`config.mk`:
```
export PLATFORM = sky130hd
export DESIGN_NAME = fetch_top
export DESIGN_NICKNAME = d
export VERILOG_FILES = /design/src/verilog/fetch_pkg.sv /design/src/verilog/fetch_ctrl.sv /design/src/verilog/line_fill.sv /design/src/verilog/line_buffer.sv /design/src/verilog/packet_align.sv /design/src/verilog/fetch_top.sv
export SDC_FILE = /design/constraint.sdc
export NUM_CORES = 1
export LEC_CHECK = 0
export ABC_AREA = 1
export BUFFER_PORTS_ARGS = -buffer_cell sky130_fd_sc_hd__buf_2
export CORE_UTILIZATION = 35
export CTS_CLUSTER_DIAMETER = 30
export DETAILED_ROUTE_END_ITERATION = 7
export PLACE_DENSITY_LB_ADDON = 0.2
export SLEW_MARGIN = 25
export SYNTH_ARGS = -nofsm -noshare
export SYNTH_HDL_FRONTEND = slang
export SYNTH_SLANG_ARGS = --single-unit
```
`constraint.sdc`:
```
create_clock -name clk -period 19 [get_ports clk]
set_clock_uncertainty 0.05 [all_clocks]
set_input_delay 3.8 -clock clk [delete_from_list [all_inputs] [get_ports clk]]
set_output_delay 3.8 -clock clk [all_outputs]
set_load 0.005 [all_outputs]
```
`src/verilog/fetch_pkg.sv`:
```
package fetch_pkg;

    ////////////////////
    // line geometry
    ////////////////////

    localparam int LINE_BYTES     = 16;
    localparam int WORD_BYTES     = 4;
    localparam int WORDS_PER_LINE = LINE_BYTES / WORD_BYTES;
    // byte offset within one line
    localparam int OFS_W          = 4;

    ////////////////////
    // encodings
    ////////////////////

    typedef enum logic [1:0] {
        FS_IDLE,
        FS_FILL,
        // fill still on the bus but made stale by a resteer
        FS_DRAIN
    } fetch_state_e;

    typedef enum logic [2:0] {
        BUF_HOLD,
        BUF_LOAD,
        BUF_SHIFT,
        BUF_SHIFT_LOAD,
        BUF_FLUSH
    } buf_op_e;

endpackage

```
`src/verilog/fetch_ctrl.sv`:
```
`timescale 1ns/1ps

module fetch_ctrl
    import fetch_pkg::*;
(
    input  logic             clk,
    input  logic             rst_i,
    input  logic             resteer_i,
    input  logic [31:0]      resteer_addr_i,
    input  logic             stall_i,
    input  logic [4:0]       d_length_i,
    input  logic             cur_valid_i,
    input  logic             next_valid_i,
    input  logic             fill_done_i,
    output logic             fill_start_o,
    output logic [27:0]      fill_addr_o,
    output buf_op_e          buf_op_o,
    output logic [OFS_W-1:0] byte_ofs_o,
    output logic [31:0]      packet_addr_o,
    output logic             packet_valid_o
);

    fetch_state_e   state;
    logic           armed;
    logic           staged;
    logic [27:0]    fetch_line;
    logic [31:0]    pkt_addr;
    logic [OFS_W:0] ofs_sum;
    logic           accept;
    logic           shift;
    logic           fill_kept;

    // packet needs both lines since it may span the boundary
    assign packet_valid_o = cur_valid_i && next_valid_i;
    assign packet_addr_o  = pkt_addr;
    assign byte_ofs_o     = pkt_addr[OFS_W-1:0];
    assign fill_addr_o    = fetch_line;

    // a resteer in the same cycle wins over acceptance
    assign accept    = packet_valid_o && !stall_i && !resteer_i;
    assign ofs_sum   = {1'b0, byte_ofs_o} + d_length_i;
    assign shift     = accept && ofs_sum[OFS_W];
    assign fill_kept = fill_done_i && (state == FS_FILL);

    // a finished line can wait in the fill engine as a third line,
    // so the next fill starts while decode still drains the buffer
    assign fill_start_o = (state == FS_IDLE) && armed && !staged && !resteer_i;

    ////////////////////
    // buffer command
    ////////////////////

    always_comb begin
        buf_op_o = BUF_HOLD;
        if (resteer_i) begin
            buf_op_o = BUF_FLUSH;
        end else if (shift) begin
            buf_op_o = (staged || fill_kept) ? BUF_SHIFT_LOAD : BUF_SHIFT;
        end else if (fill_kept && !next_valid_i) begin
            buf_op_o = BUF_LOAD;
        end
    end

    ////////////////////
    // pointers and fsm
    ////////////////////

    always_ff @(posedge clk) begin
        if (rst_i) begin
            state      <= FS_IDLE;
            armed      <= 1'b0;
            staged     <= 1'b0;
            fetch_line <= '0;
            pkt_addr   <= '0;
        end else if (resteer_i) begin
            armed      <= 1'b1;
            staged     <= 1'b0;
            fetch_line <= resteer_addr_i[31:OFS_W];
            pkt_addr   <= resteer_addr_i;
            // a fill still on the bus has to run out first
            if (state != FS_IDLE && !fill_done_i) begin
                state <= FS_DRAIN;
            end else begin
                state <= FS_IDLE;
            end
        end else begin
            if (accept) begin
                pkt_addr <= pkt_addr + 32'(d_length_i);
            end
            // staged line leaves on a shift, arrives when both slots are full
            if (shift && staged) begin
                staged <= 1'b0;
            end else if (fill_kept && next_valid_i && !shift) begin
                staged <= 1'b1;
            end
            case (state)
                FS_IDLE: begin
                    if (fill_start_o) begin
                        state      <= FS_FILL;
                        fetch_line <= fetch_line + 28'd1;
                    end
                end
                FS_FILL, FS_DRAIN: begin
                    if (fill_done_i) begin
                        state <= FS_IDLE;
                    end
                end
                default: state <= FS_IDLE;
            endcase
        end
    end

endmodule

```
`src/verilog/line_fill.sv`:
```
`timescale 1ns/1ps

module line_fill
    import fetch_pkg::*;
(
    input  logic                    clk,
    input  logic                    rst_i,
    input  logic                    start_i,
    input  logic [27:0]             line_addr_i,
    output logic                    wb_cyc_o,
    output logic                    wb_stb_o,
    output logic [31:0]             wb_adr_o,
    input  logic [31:0]             wb_dat_i,
    input  logic                    wb_ack_i,
    output logic                    done_o,
    output logic [LINE_BYTES*8-1:0] line_o
);

    logic                    busy;
    logic [27:0]             line_addr;
    logic [1:0]              word_cnt;
    logic [LINE_BYTES*8-1:0] line_q;
    logic                    last_word;

    // one request per word, cyc held over the whole line
    assign wb_cyc_o  = busy;
    assign wb_stb_o  = busy;
    assign wb_adr_o  = {line_addr, word_cnt, 2'b00};
    assign last_word = (word_cnt == 2'(WORDS_PER_LINE - 1));
    assign done_o    = busy && wb_ack_i && last_word;

    // top word comes straight off the bus in the done cycle
    assign line_o = done_o ?
        {wb_dat_i, line_q[(WORDS_PER_LINE-1)*WORD_BYTES*8-1:0]} : line_q;

    always_ff @(posedge clk) begin
        if (rst_i) begin
            busy     <= 1'b0;
            word_cnt <= '0;
        end else if (!busy) begin
            if (start_i) begin
                busy     <= 1'b1;
                word_cnt <= '0;
            end
        end else if (wb_ack_i) begin
            word_cnt <= word_cnt + 2'd1;
            if (last_word) begin
                busy <= 1'b0;
            end
        end
    end

    // little endian, word n lands in bytes 4n to 4n+3
    always_ff @(posedge clk) begin
        if (!busy && start_i) begin
            line_addr <= line_addr_i;
        end
        if (busy && wb_ack_i) begin
            line_q[word_cnt*(WORD_BYTES*8) +: WORD_BYTES*8] <= wb_dat_i;
        end
    end

endmodule

```
`src/verilog/line_buffer.sv`:
```
`timescale 1ns/1ps

module line_buffer
    import fetch_pkg::*;
(
    input  logic                    clk,
    input  logic                    rst_i,
    input  buf_op_e                 op_i,
    input  logic [LINE_BYTES*8-1:0] line_i,
    output logic [LINE_BYTES*8-1:0] cur_o,
    output logic [LINE_BYTES*8-1:0] next_o,
    output logic                    cur_valid_o,
    output logic                    next_valid_o
);

    ////////////////////
    // valid bits
    ////////////////////

    always_ff @(posedge clk) begin
        if (rst_i) begin
            cur_valid_o  <= 1'b0;
            next_valid_o <= 1'b0;
        end else begin
            case (op_i)
                BUF_LOAD: begin
                    if (!cur_valid_o) begin
                        cur_valid_o <= 1'b1;
                    end else begin
                        next_valid_o <= 1'b1;
                    end
                end
                BUF_SHIFT: begin
                    cur_valid_o  <= next_valid_o;
                    next_valid_o <= 1'b0;
                end
                BUF_SHIFT_LOAD: begin
                    cur_valid_o  <= next_valid_o;
                    next_valid_o <= 1'b1;
                end
                BUF_FLUSH: begin
                    cur_valid_o  <= 1'b0;
                    next_valid_o <= 1'b0;
                end
                default: ;
            endcase
        end
    end

    ////////////////////
    // line data
    ////////////////////

    always_ff @(posedge clk) begin
        case (op_i)
            // first empty slot takes the line
            BUF_LOAD: begin
                if (!cur_valid_o) begin
                    cur_o <= line_i;
                end else begin
                    next_o <= line_i;
                end
            end
            BUF_SHIFT: cur_o <= next_o;
            BUF_SHIFT_LOAD: begin
                cur_o  <= next_o;
                next_o <= line_i;
            end
            default: ;
        endcase
    end

endmodule

```
`src/verilog/packet_align.sv`:
```
`timescale 1ns/1ps

module packet_align
    import fetch_pkg::*;
(
    input  logic [LINE_BYTES*8-1:0] cur_i,
    input  logic [LINE_BYTES*8-1:0] next_i,
    input  logic [OFS_W-1:0]        ofs_i,
    output logic [LINE_BYTES*8-1:0] packet_o
);

    // 32 byte window, rotated in place one stage at a time
    logic [2*LINE_BYTES*8-1:0] win;

    ////////////////////
    // log shifter
    ////////////////////

    always_comb begin
        // next sits above cur so byte order follows the address
        win = {next_i, cur_i};
        // stage s rotates right by 2**s bytes when ofs bit s is set
        for (int s = 0; s < OFS_W; s++) begin
            if (ofs_i[s]) begin
                win = (win >> (8 << s)) | (win << (2 * LINE_BYTES * 8 - (8 << s)));
            end
        end
    end

    // low line of the rotated window starts at the offset byte
    assign packet_o = win[LINE_BYTES*8-1:0];

endmodule

```
`src/verilog/fetch_top.sv`:
```
`timescale 1ns/1ps

module fetch_top
    import fetch_pkg::*;
(
    input  logic                    clk,
    input  logic                    rst_i,

    ////////////////////
    // resteer
    ////////////////////
    input  logic                    resteer_i,
    input  logic [31:0]             resteer_addr_i,

    ////////////////////
    // decode side
    ////////////////////
    input  logic                    stall_i,
    input  logic [4:0]              d_length_i,
    output logic [LINE_BYTES*8-1:0] packet_o,
    output logic [31:0]             packet_addr_o,
    output logic                    packet_valid_o,

    ////////////////////
    // wishbone master
    ////////////////////
    output logic                    wb_cyc_o,
    output logic                    wb_stb_o,
    output logic [31:0]             wb_adr_o,
    input  logic [31:0]             wb_dat_i,
    input  logic                    wb_ack_i
);

    logic                    fill_start;
    logic [27:0]             fill_addr;
    logic                    fill_done;
    logic [LINE_BYTES*8-1:0] fill_line;
    buf_op_e                 buf_op;
    logic                    cur_valid;
    logic                    next_valid;
    logic [LINE_BYTES*8-1:0] cur_line;
    logic [LINE_BYTES*8-1:0] next_line;
    logic [OFS_W-1:0]        byte_ofs;

    fetch_ctrl u_ctrl (
        .clk            (clk),
        .rst_i          (rst_i),
        .resteer_i      (resteer_i),
        .resteer_addr_i (resteer_addr_i),
        .stall_i        (stall_i),
        .d_length_i     (d_length_i),
        .cur_valid_i    (cur_valid),
        .next_valid_i   (next_valid),
        .fill_done_i    (fill_done),
        .fill_start_o   (fill_start),
        .fill_addr_o    (fill_addr),
        .buf_op_o       (buf_op),
        .byte_ofs_o     (byte_ofs),
        .packet_addr_o  (packet_addr_o),
        .packet_valid_o (packet_valid_o)
    );

    line_fill u_fill (
        .clk         (clk),
        .rst_i       (rst_i),
        .start_i     (fill_start),
        .line_addr_i (fill_addr),
        .wb_cyc_o    (wb_cyc_o),
        .wb_stb_o    (wb_stb_o),
        .wb_adr_o    (wb_adr_o),
        .wb_dat_i    (wb_dat_i),
        .wb_ack_i    (wb_ack_i),
        .done_o      (fill_done),
        .line_o      (fill_line)
    );

    line_buffer u_buf (
        .clk          (clk),
        .rst_i        (rst_i),
        .op_i         (buf_op),
        .line_i       (fill_line),
        .cur_o        (cur_line),
        .next_o       (next_line),
        .cur_valid_o  (cur_valid),
        .next_valid_o (next_valid)
    );

    packet_align u_align (
        .cur_i    (cur_line),
        .next_i   (next_line),
        .ofs_i    (byte_ofs),
        .packet_o (packet_o)
    );

endmodule

```
==> results by group, run 1 <==
Yosys
  – Cell taking the most area after synthesis: edfxtp_1
  – Cell Area, Synth: 0.0284 mm²
  – Ys async rst share: 0
  – Synth unique cells: 40
  – Synthesized area per cell: 7.48 µm²
  – Sequential element share of the synthesized area: 0.485
  – Yosys reg bits: 481
  – Top cell type's share of synthesized area: 0.436
  – Top cells by area, synth: edfxtp_1 (44%), nand2_1 (21%), o21ai_0 (5.9%), dfxtp_1 (4.9%), nor2_1 (4.4%)
  – Synth Instances: between 3000 and 4000
  – Post-synth EDFFs: 412
  – Synth warn: 0
  – Ys flop type: edfxtp_1

CTS
  – CTS H-tree depth: 3
  – Worst-Skew Late Latency: 0.65 ns
  – Num CTS Buffers: 94
  – Cts repair resizes: 0
  – TritonCTS Sinks: 481
  – Root Buffer: clkbuf_16
  – Clk slew on worst S/H paths: 0.05 ns
  – Maximum clock insertion buffer count: 3
  – CTS tree: yes
  – Post-CTS setup repair buffer count: 0
  – Hold_buf cts: 0

Global routing
  – Initial antenna violation count: 5
  – GRT Util Overall: 0.245
  – Total gr overflow: 0
  – Global-route wire length before repair: between 150 and 200 mm
  – Largest net degree at the start of global routing: 186
  – Vias in the first global route: between 20000 and 25000

STA
  – Endpoints failing setup: 0
  – Setup TNS after final layout: 0 ns
  – RSZ-0062 raised after global routing: false
  – Fmax: about 120 MHz
  – Hold Vio Cnt, Final: 0
  – Post-layout min period: 8.42 ns
  – Worst slew margin: 0.287
  – Worst slew pin tran: 1.07 ns
  – Post-route clock period utilization: 0.443
  – Max-slew violation count: 0

Power
  – Peak supply drop: 0.0864 mV
  – P per Cell Area: 99.0 mW/mm²
  – Leakage power: around 14 nW
  – Tot Pwr: 3.32 mW

Critical path
  – Crit. End Element: primary output
  – Crit Path Category: register to primary output
  – Critical path fanouts, max: 95
  – Worst setup SP type: register
  – R2R cell count: 14
  – Req. time, crit path: 15.15 ns
  – Critical Path AT: 4.57 ns

Place
  – Routability cong.: 0.909
  – # port buffers: between 200 and 300
  – HPWL Detailed: 74.8 mm

Cells and area
  – Layout cells sized above 1: 0.119
  – Most frequent cells in the layout: nand2_1 (1549), edfxtp_1 (412), o21ai_0 (331)
  – Multi-input logic area: 0.0128 mm²
  – Fin nets: 4027
  – Fillers: just over 8000
  – Area Growth Syn to Fin: 18.3%
  – Sequential Area: 0.0138 mm²
  – Commonest non-fill, non-tap cell in the layout: nand2_1

Min path
  – Min-delay worst type: register to register
  – Hold Path Stages: 0

Floorplan
  – Placeable Area: 0.0803 mm²
  – DIE WIDTH: 287 µm
  – Die Y: 287 µm
  – I/O pins: 269
  – Initial Util: 0.353
  – Rows: 104
  – DIE AREA: between 0.08 and 0.09 mm²

Detailed routing
  – DRT Wirelength: just over 100 mm
  – Routed wire length per instance: 20.3 µm
  – Via density: 5.20
  – First drt pass iteration count: 6
  – Vias post-DR: around 26000
  – Detail Route Antenna Nets: 0
  – Residual DRC: 0
  – Initial DRC count: 2642

Job
  – Max_cap viols: 0

Run status
  – Status: finished, final reports clean
## through the flow
step	setup slack [ns]	instances	hold WS (ns)	util	instance area, µm²
2_1_floorplan	4.11	3792	0.358	-	28400
3_3_place_gp	10.54	4900	0.377	0.375	30100
3_5_place_dp	10.53	4902	0.384	0.376	30200
4_1_cts	10.58	5075	0.381	0.417	33500
5_1_grt	10.30	5077	0.386	0.418	33500
6_report	10.58	5078	0.372	0.418	33500
## final timing paths
| kind | startpoint | end | slack (ns) |
|---|---|---|---|
| max | u_ctrl.packet_addr_o[0] | packet_o[17] | 10.58 |
| max reg2reg | u_ctrl.packet_addr_o[2] | u_buf.cur_o[66] | 13.67 |
| min | u_fill.line_q[9] | u_buf.next_o[9] | 0.37 |
| min reg2reg | u_fill.line_q[9] | u_buf.next_o[9] | 0.37 |
## synthesized netlist by cell type, types with 50 or more instances
library cell,number
a21oi_1,98
a31oi_1,99
buf_2,80
clkbuf_1,109
dfxtp_1,69
edfxtp_1,412
inv_1,167
nand2_1,1551
nand3_1,200
nor2_1,333
nor3_1,50
o21ai_0,333
o21ai_1,88
## worst max-delay path, stage by stage (launching register included)
cell and delay, ns:
dfxtp_4 0.51, inv_6 0.55, buf_4 0.58, buf_4 0.69, nand2_1 0.17, nand3_1 0.10, o21ai_1 0.10, o21ai_0 0.25
nor2_1 0.06, a31oi_1 0.54, buf_2 0.23
## cells by family after synthesis
kind of cell | after synthesis | share of synthesized area
AOI/OAI and AO/OA | 651 | 0.122
xor gates and xnor gates | 21 | 0.00649
adders and majority gates | 14 | 0.00644
buffers and inverters | 422 | 0.0667
DFF | 481 | 0.485
muxes | 30 | 0.0106
other | 1 | 0.000132
and+or+nand+nor | 2171 | 0.302
## report_power, final
group / internal, mW / total (mW) / switching [mW]
registers: 1.16 / 1.18 / 0.0248
clock network: 1.16 / 1.72 / 0.568
logic: 0.129 / 0.414 / 0.285
total: 2.44 / 3.32 / 0.878
## registers in the layout, indices dropped and copies added (netlist names)
signal,count
u_buf.cur_valid_o,1
u_fill.line_addr,28
u_fill.wb_cyc_o,1
u_ctrl.state,2
u_ctrl.staged,1
u_ctrl.armed,1
u_buf.cur_o,128
u_buf.next_o,128
u_buf.next_valid_o,1
u_fill.line_q,128
u_fill.word_cnt,2
u_ctrl.packet_addr_o,32
u_ctrl.fill_addr_o,28
## cell type report
cell class | instances | area share
diodes | 2 | 0.000149
clock buffers | 115 | 0.0734
clock inverters | 58 | 0.0261
inverters | 171 | 0.0196
multi-input cells | 2889 | 0.381
flip-flops and latches | 481 | 0.411
well taps | 1060 | 0.0395
repair buffers | 302 | 0.0497
## routing by layer
layer,routed length (µm),part of all wire,GRT usage,vias up
li1,-,-,-,12893
met1,49600,0.48,0.375,12220
met2,41600,0.40,0.341,1139
met3,8010,0.078,0.0356,138
met4,3830,0.037,0.0968,2
met5,11,0.00011,0,-
(Power assumes the default switching activity.)
==> run 2, diff against run 1 <==
clock period = 8.8 ns   (was 19 ns; I/O delays follow)
==> run 2 against run 1 <==
Net effect:
- register-to-register slack lost 9.0 ns
- clock power rose by 120%
- routed wire length increased by 1.6%
- die area unchanged
- largest power group unchanged
==> results by group, run 2 (synthesis gave the netlist of run 1 again) <==
Run status
  – Status: finished, final reports clean

STA
  – Fmax: 173 MHz
  – Endpoints failing setup: 0
  – Setup TNS after final layout: 0 ns
  – Worst slew pin tran: 1.08 ns
  – Post-layout min period: 5.78 ns
  – Final worst setup slack: 3.02 ns
  – Hold Vio Cnt, Final: 0
  – RSZ-0062 raised after global routing: false
  – Worst slew margin: 0.277
  – Post-route clock period utilization: 0.656
  – Max-slew violation count: 0

Place
  – # port buffers: 266
  – Dpl ws: just over 3 ns
  – HPWL Detailed: 74.2 mm
  – Cells after DPL: 4899
  – Routability cong.: 0.902

Job
  – Max_cap viols: 0

CTS
  – Num CTS Buffers: 98
  – CTS H-tree depth: 3
  – Maximum clock insertion buffer count: 3
  – Worst-Skew Late Latency: 0.65 ns
  – Hold_buf cts: 0
  – CTS tree: yes
  – Root Buffer: clkbuf_16
  – Cts repair resizes: 0
  – Clk slew on worst S/H paths: 0.05 ns
  – Post-CTS setup repair buffer count: 0
  – TritonCTS Sinks: 481

Floorplan
  – Rows: ~100
  – DIE WIDTH: about 290 µm
  – DIE AREA: 0.0821 mm²
  – I/O pins: about 270
  – Placeable Area: 0.0803 mm²
  – Die Y: 287 µm
  – Initial Util: 0.353

Cells and area
  – Commonest non-fill, non-tap cell in the layout: nand2_1
  – Finished Layout Cells: about 5000
  – Fin util: 0.418
  – Registers with the most flip-flops: u_buf.cur_o (128), u_buf.next_o (128), u_fill.line_q (128)
  – Diode count: 0
  – Most frequent cells in the layout: nand2_1 (1548), edfxtp_1 (412), o21ai_0 (331)
  – Fin nets: 4028
  – Layout cells sized above 1: 0.121
  – Fillers: about 8300
  – Area Growth Syn to Fin: 18.4%

Detailed routing
  – Detail Route Antenna Nets: 0
  – Via density: 5.18
  – Routed wire length per instance: between 20 and 25 µm
  – Initial DRC count: between 2000 and 3000
  – Vias post-DR: 26300
  – DRT Wirelength: 105 mm
  – Residual DRC: 0
  – First drt pass iteration count: 5

Global routing
  – Vias in the first global route: 23736
  – GRT Util Overall: 0.250
  – Total gr overflow: 0
  – Largest net degree at the start of global routing: roughly 210
  – Global-route wire length before repair: ~150 mm
  – Initial antenna violation count: 6

Power
  – Leakage power: 13.9 nW
  – Peak supply drop: 0.149 mV
  – P per Cell Area: 215 mW/mm²

Critical path
  – Crit. End Element: primary output
  – Req. time, crit path: 6.99 ns
  – Critical Path AT: 3.97 ns
  – Crit Path Category: register to primary output
  – Worst setup SP type: register
  – Critical path fanouts, max: just under 80

Min path
  – Min-delay worst type: register to register
## run 2: changes by cell type in the layout (fill, tap and decap cells not counted), moves of 3 or more
cell / change
clkbuf_1: -7
clkinv_2: +7
clkinv_1: +6
buf_4: -5
clkbuf_16: +5
clkinv_4: +4
clkbuf_8: -3
inv_6: -3
## run 2: routing by layer
layer / share of wire / track usage / vias up / wire, µm
met5: 0 / 0 / - / 0
met4: 0.032 / 0.0846 / 0 / 3350
met3: 0.078 / 0.0424 / 149 / 8130
met2: 0.42 / 0.367 / 1037 / 44500
met1: 0.47 / 0.368 / 12222 / 48800
li1: - / - / 12892 / -
## run 2: power by group
| part | total (mW) | switching, mW | internal (mW) |
|---|---|---|---|
| Combinational | 0.919 | 0.641 | 0.279 |
| Clock | 3.77 | 1.27 | 2.50 |
| Sequential | 2.54 | 0.0491 | 2.49 |
| Total | 7.23 | 1.95 | 5.27 |
## run 2: final timing paths
kind | startpoint | to | slack, ns | depth (start not counted)
hold / removal | u_fill.line_q[74] | u_buf.next_o[74] | 0.38 | 0
setup / recovery | u_ctrl.packet_addr_o[0] | packet_o[17] | 3.02 | 9
setup reg to reg | u_ctrl.packet_addr_o[0] | u_buf.cur_o[27] | 4.71 | 11
hold reg to reg | u_fill.line_q[74] | u_buf.next_o[74] | 0.38 | 0
## run 2: worst max-delay path: stages (launching register included)
cell,delay (ns)
dfxtp_4,0.50
inv_6,0.46
buf_4,0.71
nand2_1,0.16
nand3_1,0.12
o21ai_1,0.12
o21ai_0,0.26
nor2_1,0.06
a31oi_1,0.58
buf_2,0.24
## run 2: metrics by stage
stage / power, mW / hold slack, ns / cell area [µm²]
6_report: 7.23 / 0.384 / 33600
5_1_grt: 7.49 / 0.387 / 33600
3_3_place_gp: 3.49 / 0.379 / 30100
3_5_place_dp: 3.49 / 0.370 / 30100
4_1_cts: 7.27 / 0.363 / 33500
2_1_floorplan: 3.11 / 0.358 / 28400
## run 2: area by class of cell
cell class	count	area, µm²	area share
flip-flops and latches	481	13800	0.410
multi-input cells	2889	12800	0.381
clock buffers	110	2520	0.0750
repair buffers	299	1640	0.0489
well taps	1060	1330	0.0395
clock inverters	71	876	0.0261
inverters	171	658	0.0196
